$ cat config.mk
export PLATFORM = sky130hd
export DESIGN_NAME = nes_board_ctrl
export DESIGN_NICKNAME = d
export VERILOG_FILES = /design/src/nes_board_pkg.sv /design/src/bus_scheduler.sv /design/src/host_regs.sv /design/src/joypad_shifter.sv /design/src/nes_board_ctrl.sv /design/src/pad_mapper.sv
export VERILOG_INCLUDE_DIRS = /design/src
export SDC_FILE = /design/constraint.sdc
export NUM_CORES = 1
export LEC_CHECK = 0
export BUFFER_PORTS_ARGS = -buffer_cell sky130_fd_sc_hd__buf_2
export CORE_UTILIZATION = 42
export CTS_CLUSTER_DIAMETER = 60
export CTS_CLUSTER_SIZE = 8
export DETAILED_ROUTE_END_ITERATION = 16
export GPL_ROUTABILITY_DRIVEN = 1
export PLACE_DENSITY = 0.76
export SKIP_LAST_GASP = 1
export SLEW_MARGIN = 5
export SYNTH_ARGS = -nofsm -noshare
export SYNTH_HDL_FRONTEND = slang
export SYNTH_SLANG_ARGS = --single-unit
$ cat constraint.sdc
create_clock -name clk -period 1.4 [get_ports clk]
set_input_delay 0.07 -clock clk [delete_from_list [all_inputs] [get_ports clk]]
set_output_delay 0.07 -clock clk [all_outputs]
set_load 0.005 [all_outputs]
$ cat src/nes_board_params.svh
/*
  constants shared by the board glue around the NES core
  host addresses assume the 8-bit register map of the UART host bus
  the autofire half period is in clk cycles and must be at least 1
*/
`ifndef NES_BOARD_PARAMS_SVH
`define NES_BOARD_PARAMS_SVH

// host register map
`define nb_host_addr_conf   8'h35   // loader config, bit 0 holds the loader in reset
`define nb_host_addr_loader 8'h37   // loader data byte stream
`define nb_host_addr_btn1   8'h40   // button override, port 1
`define nb_host_addr_btn2   8'h41   // button override, port 2

// clock enable schedule
// one SDRAM command slot and one NES tick per round
`define nb_ce_phases 5

// autofire
`define nb_autofire_half 16         // cycles per half period

`endif

$ cat src/nes_board_pkg.sv
/*
  shared types for the NES board glue
  button vectors are active high in NES order, DualShock bytes are active low
  the address type covers a 4 MB SDRAM space
*/
`default_nettype none

package nes_board_pkg;

  typedef logic [7:0] byte_t;
  typedef logic [7:0] host_addr_t;

  // R L D U START SELECT B A, bit 0 is A
  typedef logic [7:0] nes_buttons_t;

  // raw button byte from the DualShock link, 0 means pressed
  typedef logic [7:0] ds_byte_t;

  typedef logic [21:0] mem_addr_t;  // 4 MB

  // one phase per clk cycle
  typedef enum logic [2:0] {
    ph_cmd,     // SDRAM command slot
    ph_active,
    ph_rdwr,
    ph_wait,
    ph_run      // NES core ticks here
  } ce_phase_e;

endpackage

`default_nettype wire

$ cat src/bus_scheduler.sv
/*
  five-phase clock enable and SDRAM command slot arbiter
  the SDRAM controller must return read data within four cycles
  loader writes win in any phase, NES requests only go out in ph_cmd
  no back-pressure, the memory outputs are combinational
*/
`timescale 1ns/1ps
`default_nettype none
`include "nes_board_params.svh"

module bus_scheduler (
  input  wire                        clk,
  input  wire                        sys_resetn,
  input  wire                        loader_done,
  input  wire                        nes_read_cpu,
  input  wire                        nes_read_ppu,
  input  wire                        nes_write,
  input  wire nes_board_pkg::mem_addr_t nes_addr,
  input  wire nes_board_pkg::byte_t  nes_dout,
  input  wire                        loader_write,
  input  wire                        loader_refresh,
  input  wire nes_board_pkg::mem_addr_t loader_addr,
  input  wire nes_board_pkg::byte_t  loader_data,
  output logic                       run_nes,
  output logic                       mem_read_a,
  output logic                       mem_read_b,
  output logic                       mem_write,
  output logic                       mem_refresh,
  output nes_board_pkg::mem_addr_t   mem_addr,
  output nes_board_pkg::byte_t       mem_din
);

  nes_board_pkg::ce_phase_e phase_q;

  logic run_mem;
  logic nes_req;
  logic last_phase;

  // phase   cmd | active | rd/wr | wait | run
  // the NES tick sees data issued four cycles earlier
  assign last_phase = (phase_q == nes_board_pkg::ce_phase_e'(`nb_ce_phases - 1));

  always_ff @(posedge clk) begin
    if (!sys_resetn)
      phase_q <= nes_board_pkg::ph_cmd;
    else if (last_phase)
      phase_q <= nes_board_pkg::ph_cmd;
    else
      phase_q <= nes_board_pkg::ce_phase_e'(phase_q + 3'd1);
  end

  // NES stays in reset until the game is loaded
  assign run_mem = loader_done && (phase_q == nes_board_pkg::ph_cmd);
  assign run_nes = loader_done && (phase_q == nes_board_pkg::ph_run);

  assign nes_req = nes_read_cpu || nes_read_ppu || nes_write;

  // command slot
  assign mem_read_a = !loader_write && run_mem && nes_read_cpu;
  assign mem_read_b = !loader_write && run_mem && nes_read_ppu;
  assign mem_write  = loader_write || (run_mem && nes_write);

  // idle slot and loader gaps go to refresh
  assign mem_refresh = !loader_write && ((run_mem && !nes_req) || loader_refresh);

  assign mem_addr = loader_write ? loader_addr : nes_addr;
  assign mem_din  = loader_write ? loader_data : nes_dout;

endmodule

`default_nettype wire

$ cat src/host_regs.sv
/*
  host register decoder for the UART byte bus
  writes are single-cycle pulses and registers update on the following cycle
  writes to unmapped addresses are ignored
*/
`timescale 1ns/1ps
`default_nettype none
`include "nes_board_params.svh"

module host_regs (
  input  wire                       clk,
  input  wire                       sys_resetn,
  input  wire                       host_write,
  input  wire nes_board_pkg::host_addr_t host_addr,
  input  wire nes_board_pkg::byte_t host_data,
  output nes_board_pkg::byte_t      loader_byte,
  output logic                      loader_strobe,
  output logic                      loader_reset,
  output nes_board_pkg::nes_buttons_t host_btn1,
  output nes_board_pkg::nes_buttons_t host_btn2
);

  logic conf_q;   // bit 0 of the loader config register

  logic wr_conf;
  logic wr_loader;
  logic wr_btn1;
  logic wr_btn2;

  assign wr_conf   = host_write && (host_addr == `nb_host_addr_conf);
  assign wr_loader = host_write && (host_addr == `nb_host_addr_loader);
  assign wr_btn1   = host_write && (host_addr == `nb_host_addr_btn1);
  assign wr_btn2   = host_write && (host_addr == `nb_host_addr_btn2);

  // control registers
  always_ff @(posedge clk) begin
    if (!sys_resetn) begin
      conf_q        <= 1'b0;
      host_btn1     <= '0;
      host_btn2     <= '0;
      loader_strobe <= 1'b0;
    end else begin
      loader_strobe <= wr_loader;   // one-cycle pulse
      if (wr_conf)
        conf_q <= host_data[0];
      if (wr_btn1)
        host_btn1 <= host_data;
      if (wr_btn2)
        host_btn2 <= host_data;
    end
  end

  // data byte travels with the strobe
  always_ff @(posedge clk) begin
    if (wr_loader)
      loader_byte <= host_data;
  end

  // loader held in reset by system reset or by the host
  assign loader_reset = !sys_resetn || conf_q;

endmodule

`default_nettype wire

$ cat src/joypad_shifter.sv
/*
  one NES controller port as seen by the core
  strobe high reloads the buttons every cycle and wins over a shift
  a falling edge of joypad_clock shifts right one cycle later, zero filled
*/
`timescale 1ns/1ps
`default_nettype none

module joypad_shifter (
  input  wire                       clk,
  input  wire                       sys_resetn,
  input  wire                       joypad_strobe,
  input  wire                       joypad_clock,
  input  wire nes_board_pkg::nes_buttons_t host_btn,
  input  wire nes_board_pkg::nes_buttons_t pad_btn,
  output logic                      joypad_data
);

  nes_board_pkg::nes_buttons_t shift_q;
  logic clock_q;
  logic clock_fall;

  assign clock_fall = clock_q && !joypad_clock;

  always_ff @(posedge clk) begin
    if (!sys_resetn) begin
      shift_q <= '0;
      clock_q <= 1'b0;
    end else begin
      clock_q <= joypad_clock;
      if (joypad_strobe)
        shift_q <= host_btn | pad_btn;      // override ORed with the pad
      else if (clock_fall)
        shift_q <= {1'b0, shift_q[7:1]};
    end
  end

  // A comes out first
  assign joypad_data = shift_q[0];

endmodule

`default_nettype wire

$ cat src/nes_board_ctrl.sv
/*
  board glue between the NES core, game loader, SDRAM controller and host UART
  all outside blocks connect through loose ports on this level
  SDRAM read data goes from the memory controller to the core directly
*/
`timescale 1ns/1ps
`default_nettype none

module nes_board_ctrl (
  input  wire                        clk,
  input  wire                        sys_resetn,

  // host byte bus from the UART receiver
  input  wire                        host_write,
  input  wire nes_board_pkg::host_addr_t host_addr,
  input  wire nes_board_pkg::byte_t  host_data,

  // game loader
  output nes_board_pkg::byte_t       loader_byte,
  output logic                       loader_strobe,
  output logic                       loader_reset,
  input  wire                        loader_done,
  input  wire                        loader_write,
  input  wire                        loader_refresh,
  input  wire nes_board_pkg::mem_addr_t loader_addr,
  input  wire nes_board_pkg::byte_t  loader_data,

  // DualShock links
  input  wire nes_board_pkg::ds_byte_t ds1_byte0,
  input  wire nes_board_pkg::ds_byte_t ds1_byte1,
  input  wire nes_board_pkg::ds_byte_t ds2_byte0,
  input  wire nes_board_pkg::ds_byte_t ds2_byte1,

  // NES core
  input  wire                        joypad_strobe,
  input  wire [1:0]                  joypad_clock,
  output logic [1:0]                 joypad_data,
  input  wire                        nes_read_cpu,
  input  wire                        nes_read_ppu,
  input  wire                        nes_write,
  input  wire nes_board_pkg::mem_addr_t nes_addr,
  input  wire nes_board_pkg::byte_t  nes_dout,
  output logic                       run_nes,

  // SDRAM controller command
  output logic                       mem_read_a,
  output logic                       mem_read_b,
  output logic                       mem_write,
  output logic                       mem_refresh,
  output nes_board_pkg::mem_addr_t   mem_addr,
  output nes_board_pkg::byte_t       mem_din,

  input  wire                        uart_rxd,
  output logic [1:0]                 led
);

  nes_board_pkg::nes_buttons_t host_btn1;
  nes_board_pkg::nes_buttons_t host_btn2;
  nes_board_pkg::nes_buttons_t pad_btn1;
  nes_board_pkg::nes_buttons_t pad_btn2;

  host_regs host_regs_i (
    .clk           (clk),
    .sys_resetn    (sys_resetn),
    .host_write    (host_write),
    .host_addr     (host_addr),
    .host_data     (host_data),
    .loader_byte   (loader_byte),
    .loader_strobe (loader_strobe),
    .loader_reset  (loader_reset),
    .host_btn1     (host_btn1),
    .host_btn2     (host_btn2)
  );

  pad_mapper pad_mapper1_i (
    .clk        (clk),
    .sys_resetn (sys_resetn),
    .ds_byte0   (ds1_byte0),
    .ds_byte1   (ds1_byte1),
    .pad_btn    (pad_btn1)
  );

  pad_mapper pad_mapper2_i (
    .clk        (clk),
    .sys_resetn (sys_resetn),
    .ds_byte0   (ds2_byte0),
    .ds_byte1   (ds2_byte1),
    .pad_btn    (pad_btn2)
  );

  // one shifter per controller port
  joypad_shifter joypad1_i (
    .clk           (clk),
    .sys_resetn    (sys_resetn),
    .joypad_strobe (joypad_strobe),
    .joypad_clock  (joypad_clock[0]),
    .host_btn      (host_btn1),
    .pad_btn       (pad_btn1),
    .joypad_data   (joypad_data[0])
  );

  joypad_shifter joypad2_i (
    .clk           (clk),
    .sys_resetn    (sys_resetn),
    .joypad_strobe (joypad_strobe),
    .joypad_clock  (joypad_clock[1]),
    .host_btn      (host_btn2),
    .pad_btn       (pad_btn2),
    .joypad_data   (joypad_data[1])
  );

  bus_scheduler bus_scheduler_i (
    .clk            (clk),
    .sys_resetn     (sys_resetn),
    .loader_done    (loader_done),
    .nes_read_cpu   (nes_read_cpu),
    .nes_read_ppu   (nes_read_ppu),
    .nes_write      (nes_write),
    .nes_addr       (nes_addr),
    .nes_dout       (nes_dout),
    .loader_write   (loader_write),
    .loader_refresh (loader_refresh),
    .loader_addr    (loader_addr),
    .loader_data    (loader_data),
    .run_nes        (run_nes),
    .mem_read_a     (mem_read_a),
    .mem_read_b     (mem_read_b),
    .mem_write      (mem_write),
    .mem_refresh    (mem_refresh),
    .mem_addr       (mem_addr),
    .mem_din        (mem_din)
  );

  // led 0 lit while loading, led 1 shows UART activity
  assign led = {uart_rxd, ~loader_done};

endmodule

`default_nettype wire

$ cat src/pad_mapper.sv
/*
  maps one DualShock's two button bytes to NES buttons
  square gives autofire B, triangle gives autofire A
  the output is registered, so it lags the link bytes by one cycle
*/
`timescale 1ns/1ps
`default_nettype none
`include "nes_board_params.svh"

module pad_mapper #(
  parameter int autofire_half = `nb_autofire_half
) (
  input  wire                       clk,
  input  wire                       sys_resetn,
  input  wire nes_board_pkg::ds_byte_t ds_byte0,
  input  wire nes_board_pkg::ds_byte_t ds_byte1,
  output nes_board_pkg::nes_buttons_t pad_btn
);

  localparam int cnt_w = (autofire_half > 1) ? $clog2(autofire_half) : 1;

  // index 1 is square (B), index 0 is triangle (A)
  logic [1:0] af_held;
  logic [1:0] af_out;
  logic [1:0] af_tog;
  logic [cnt_w-1:0] af_cnt [2];

  nes_board_pkg::nes_buttons_t btn_next;

  assign af_held = {~ds_byte1[7], ~ds_byte1[4]};

  for (genvar i = 0; i < 2; i++) begin : g_af
    always_ff @(posedge clk) begin
      if (!sys_resetn) begin
        af_cnt[i] <= '0;
        af_tog[i] <= 1'b1;
      end else if (!af_held[i]) begin
        af_cnt[i] <= '0;      // restart for the next press
        af_tog[i] <= 1'b1;    // first held cycle fires
      end else if (af_cnt[i] == cnt_w'(autofire_half - 1)) begin
        af_cnt[i] <= '0;
        af_tog[i] <= ~af_tog[i];
      end else begin
        af_cnt[i] <= af_cnt[i] + 1'b1;
      end
    end

    assign af_out[i] = af_held[i] && af_tog[i];
  end

  // DualShock byte 0 is L D R U St R3 L3 Se from bit 7 down
  assign btn_next = {
    ~ds_byte0[5],                 // R
    ~ds_byte0[7],                 // L
    ~ds_byte0[6],                 // D
    ~ds_byte0[4],                 // U
    ~ds_byte0[3],                 // START
    ~ds_byte0[0],                 // SELECT
    ~ds_byte1[6] | af_out[1],     // B from X or square autofire
    ~ds_byte1[5] | af_out[0]      // A from circle or triangle autofire
  };

  always_ff @(posedge clk) begin
    if (!sys_resetn)
      pad_btn <= '0;
    else
      pad_btn <= btn_next;
  end

endmodule

`default_nettype wire

==> impl_metrics.csv <==
group,metric,value,unit
global_route,gr-total-overflow,0,
floorplan,initial_utilization,43.6,%
routing,via_count,3076,
setup_path,r2r_setup_slack,0.23,ns
synthesis,synthFlopType,"dfxtp_1",
sta,hold_viol_final,0,
power_and_ir_drop,power.leakage,2.41,nW
clock_tree,cts_tree,"built",
setup_path,path_cells,"inv_2 -> ha_4 -> and3b_1 -> a21oi_1 -> nor2_1 -> buf_2",
synthesis,synth_edf_count,24,
global_route,grt_pass1_vias,3050,
setup_path,start_kind,"flop",
sta,finalWorstSetupSlack,-0.0240,ns
sta,hold_slack,0.0731,ns
routing,drt-total-wl,8740,µm
synthesis,syn_avg_cell_area,10.8,µm²
global_route,grtUsageTotal,20.4,%
flow_run,max_cap_violations,0,
finish,multi_input_area,1680,µm²
run_status,outcome,"finished with violations",
floorplan,die_area,9000,µm²
sta,rsz0062_at_grt,"yes",
sta,timing.fmax,702,MHz
global_route,grt_pass1_wl,13900,µm
floorplan,core_region_area,8300,µm²
sta,skew,0.0104,ns
sta,max-slew-margin-rel,63.9,%
clock_tree,insertion_delay,0.34,ns
synthesis,syn_area,3620,µm²
sta,period_share,102,%
worst_hold_path,hold_start,"sys_resetn",
synthesis,ys_ff_latch,83,
floorplan,rows,33,
finish,postLayoutCoreUtil,61.9,%
setup_path,timing.rr.end,"pad_mapper2_i.af_cnt[0][1]$_SDFFCE_PN0P_",
floorplan,io_pins,170,
sta,finalMaxSlewViolations,0,
sta,setup_viol_count_final,2,
routing,wire_per_inst,13.4,µm
run_status,violations,"setup timing",
clock_tree,cts.sinks,83,
routing,drtIter0Drc,139,
synthesis,synthDistinctLibCells,33,
synthesis,yosysSeqAreaShare,52.5,%
worst_hold_path,holdCritPathClass,"input pin to flop",
power_and_ir_drop,ir_worst_vdd,0.439,mV
routing,drtPass1Iterations,4,
setup_path,critical_path_arrival,1.35,ns
setup_path,rr_worst_depth,3,
setup_path,crit_type,"flop to output port",
clock_tree,clk_path_buf_depth,2,
floorplan,fp.dieH,94.9,µm
synthesis,synth-async-reset-ratio,0,%
place,place_congestion,0.821,
setup_path,crit_required,1.33,ns
routing,ant_nets,0,
routing,drc_errors,0,
synthesis,syn-instance-count,335,
synthesis,yosys.area.top_type_share,32.6,%
clock_tree,clkTransAtPathRegs,0.08,ns
setup_path,slowest_delay,0.34,ns
finish,area_growth,41.9,%
finish,seqCellArea,1900,µm²
place,port_buffers,155,
global_route,antenna_found_initial,1,
place,dp_hpwl,6790,µm
clock_tree,cts_max_level,3,
clock_tree,root_buffer,"clkbuf_8",
power_and_ir_drop,power.density,967,nW/µm²
setup_path,end_kind,"output port",
setup_path,crit_end,"mem_refresh",
sta,tightest_slew,0.541,ns
global_route,grt_max_degree,44,
finish,layout.nets,666,
routing,vias_per_cell,4.73,
sta,finalCriticalPeriod,1.42,ns
synthesis,synth.largest_area_cell,"dfxtp_1",
setup_path,worstSetupStartpoint,"bus_scheduler_i.phase_q[1]$_SDFF_PP0_",
finish,fillers,686,
floorplan,die_w,94.9,µm
finish,drive_gt1_share,41.0,%
clock_tree,numCtsBuffers,9,
synthesis,synth.area.top_cells,"dfxtp_1 (33%), edfxtp_1 (20%), mux2_2 (9.3%), mux2i_1 (8.6%), nand2_1 (3.5%)",
setup_path,slowest_stage,"dfxtp_2",
synthesis,yosys_warnings,0,
setup_path,path_max_fanout,3,
setup_path,reg2reg_from,"pad_mapper2_i.af_cnt[0][0]$_SDFFCE_PN0P_",
synth_stat cells (7+ instances only):
| cell type | n |
|---|---|
| mux2i_1 | 31 |
| nand2b_1 | 9 |
| xor2_1 | 8 |
| edfxtp_1 | 24 |
| nand3_1 | 10 |
| nand2_1 | 34 |
| clkbuf_1 | 11 |
| dfxtp_1 | 59 |
| o31ai_1 | 14 |
| and3_1 | 7 |
| mux2_2 | 30 |
| a21oi_1 | 22 |
| nor2_1 | 25 |
worst min-delay path by stage:
stage                                             to  cells past startpoint
6_report       bus_scheduler_i.phase_q[1]$_SDFF_PP0_                      2
5_1_grt        bus_scheduler_i.phase_q[1]$_SDFF_PP0_                      2
4_1_cts              host_regs_i.conf_q$_SDFFE_PN0P_                      3
3_5_place_dp                                  led[1]                      0
3_3_place_gp                                  led[1]                      0
2_1_floorplan    pad_mapper1_i.pad_btn[2]$_SDFF_PN0_                      1
what timing repair did:
| action | 4_1_cts | 5_1_grt |
|---|---|---|
| cloned | 0 | 0 |
| setup endpoints to repair | 4 | 5 |
| buffers inserted | 2 | 0 |
| hold endpoints to repair | 32 | 0 |
| hold buffers | 32 | 0 |
| pin swaps | 3 | 1 |
| gates resized for setup | 8 | 1 |
power by group:
| group | total, mW | internal (mW) | switching [mW] | leakage (nW) |
|---|---|---|---|---|
| combinational | 0.710 | 0.407 | 0.304 | 1.59 |
| clock | 1.64 | 0.766 | 0.872 | 0.102 |
| sequential | 2.62 | 2.57 | 0.0522 | 0.722 |
registers in the layout, summed over array words and instances (netlist names), 2 cells and up:
signal and cells:
joypad2_i.shift_q 8, pad_mapper2_i.af_tog 2, pad_mapper1_i.af_cnt 8, joypad1_i.shift_q 8, pad_mapper2_i.af_cnt 8, host_regs_i.host_btn1 8, bus_scheduler_i.phase_q 3, pad_mapper2_i.pad_btn 8
pad_mapper1_i.af_tog 2, pad_mapper1_i.pad_btn 8, host_regs_i.host_btn2 8, host_regs_i.loader_byte 8
worst max-delay path: cells and delay by family, from the launching register on:
kind	cells	cell delay [ns]
AOI/OAI and AO/OA	1	0.13
adders and majority gates	1	0.16
buffers and inverters	2	0.18
DFF	1	0.34
and+or+nand+nor	2	0.22
cells by family (layout without fill, tap and decap cells):
group,Yosys count,after routing,share of synthesized area (%)
other,1,17,0.104
muxes,61,61,17.9
adders and majority gates,6,6,2.07
xor gates and xnor gates,12,12,2.90
and+or+nand+nor,107,107,14.7
buffers and inverters,26,220,3.21
AOI/OAI and AO/OA,39,39,6.57
DFF,83,83,52.5
metal layers:
metal  GRT usage, %  part of all wire (%)  vias up
li1               -                     -     1569
met1           22.3                    41     1412
met2           38.5                    55       91
met3           4.43                   4.0        4
met4           6.94                  0.46        0
met5              0                     0        -
metrics by stage:
stage	setup slack, ns	cells	power [mW]	setup TNS (ns)	instance area, µm²
2_1_floorplan	0.0270	350	2.99	0	3680
3_3_place_gp	-0.0827	599	3.27	-0.656	4580
3_5_place_dp	-0.112	599	3.30	-0.985	4580
4_1_cts	-0.0618	649	5.01	-0.0986	5130
5_1_grt	-0.0983	650	5.21	-0.345	5140
6_report	-0.0240	650	4.97	-0.0315	5140
final cells by class:
type	count	share of cell area (%)
clock inverter	6	0.901
multi-input combinational	241	32.8
timing repair buffer	197	23.3
clock buffer	10	2.90
tap	105	2.56
sequential	83	37.0
inverter	7	0.511
antenna	1	0.0487
placed cells by master (no fill, tap or decap), drive strengths merged:
cell type | synthesis | layout
a211oi | 2 | 2
a21o | 1 | 1
a21oi | 22 | 22
and2 | 3 | 3
and3 | 7 | 7
and3b | 1 | 1
buf | 8 | 165
clkbuf | 11 | 10
clkinv | 0 | 4
conb | 1 | 16
dfxtp | 59 | 59
diode | 0 | 1
dlygate4sd3 | 0 | 32
edfxtp | 24 | 24
ha | 6 | 6
inv | 7 | 9
mux2 | 30 | 30
mux2i | 31 | 31
nand2 | 34 | 34
nand2b | 9 | 9
nand3 | 10 | 10
nor2 | 25 | 25
nor2b | 4 | 4
nor3 | 6 | 6
nor3b | 3 | 3
nor4 | 2 | 2
o31ai | 14 | 14
or3 | 1 | 1
or3b | 1 | 1
or4 | 1 | 1
xnor2 | 4 | 4
xor2 | 8 | 8
Power figures use the tool's default switching activity.
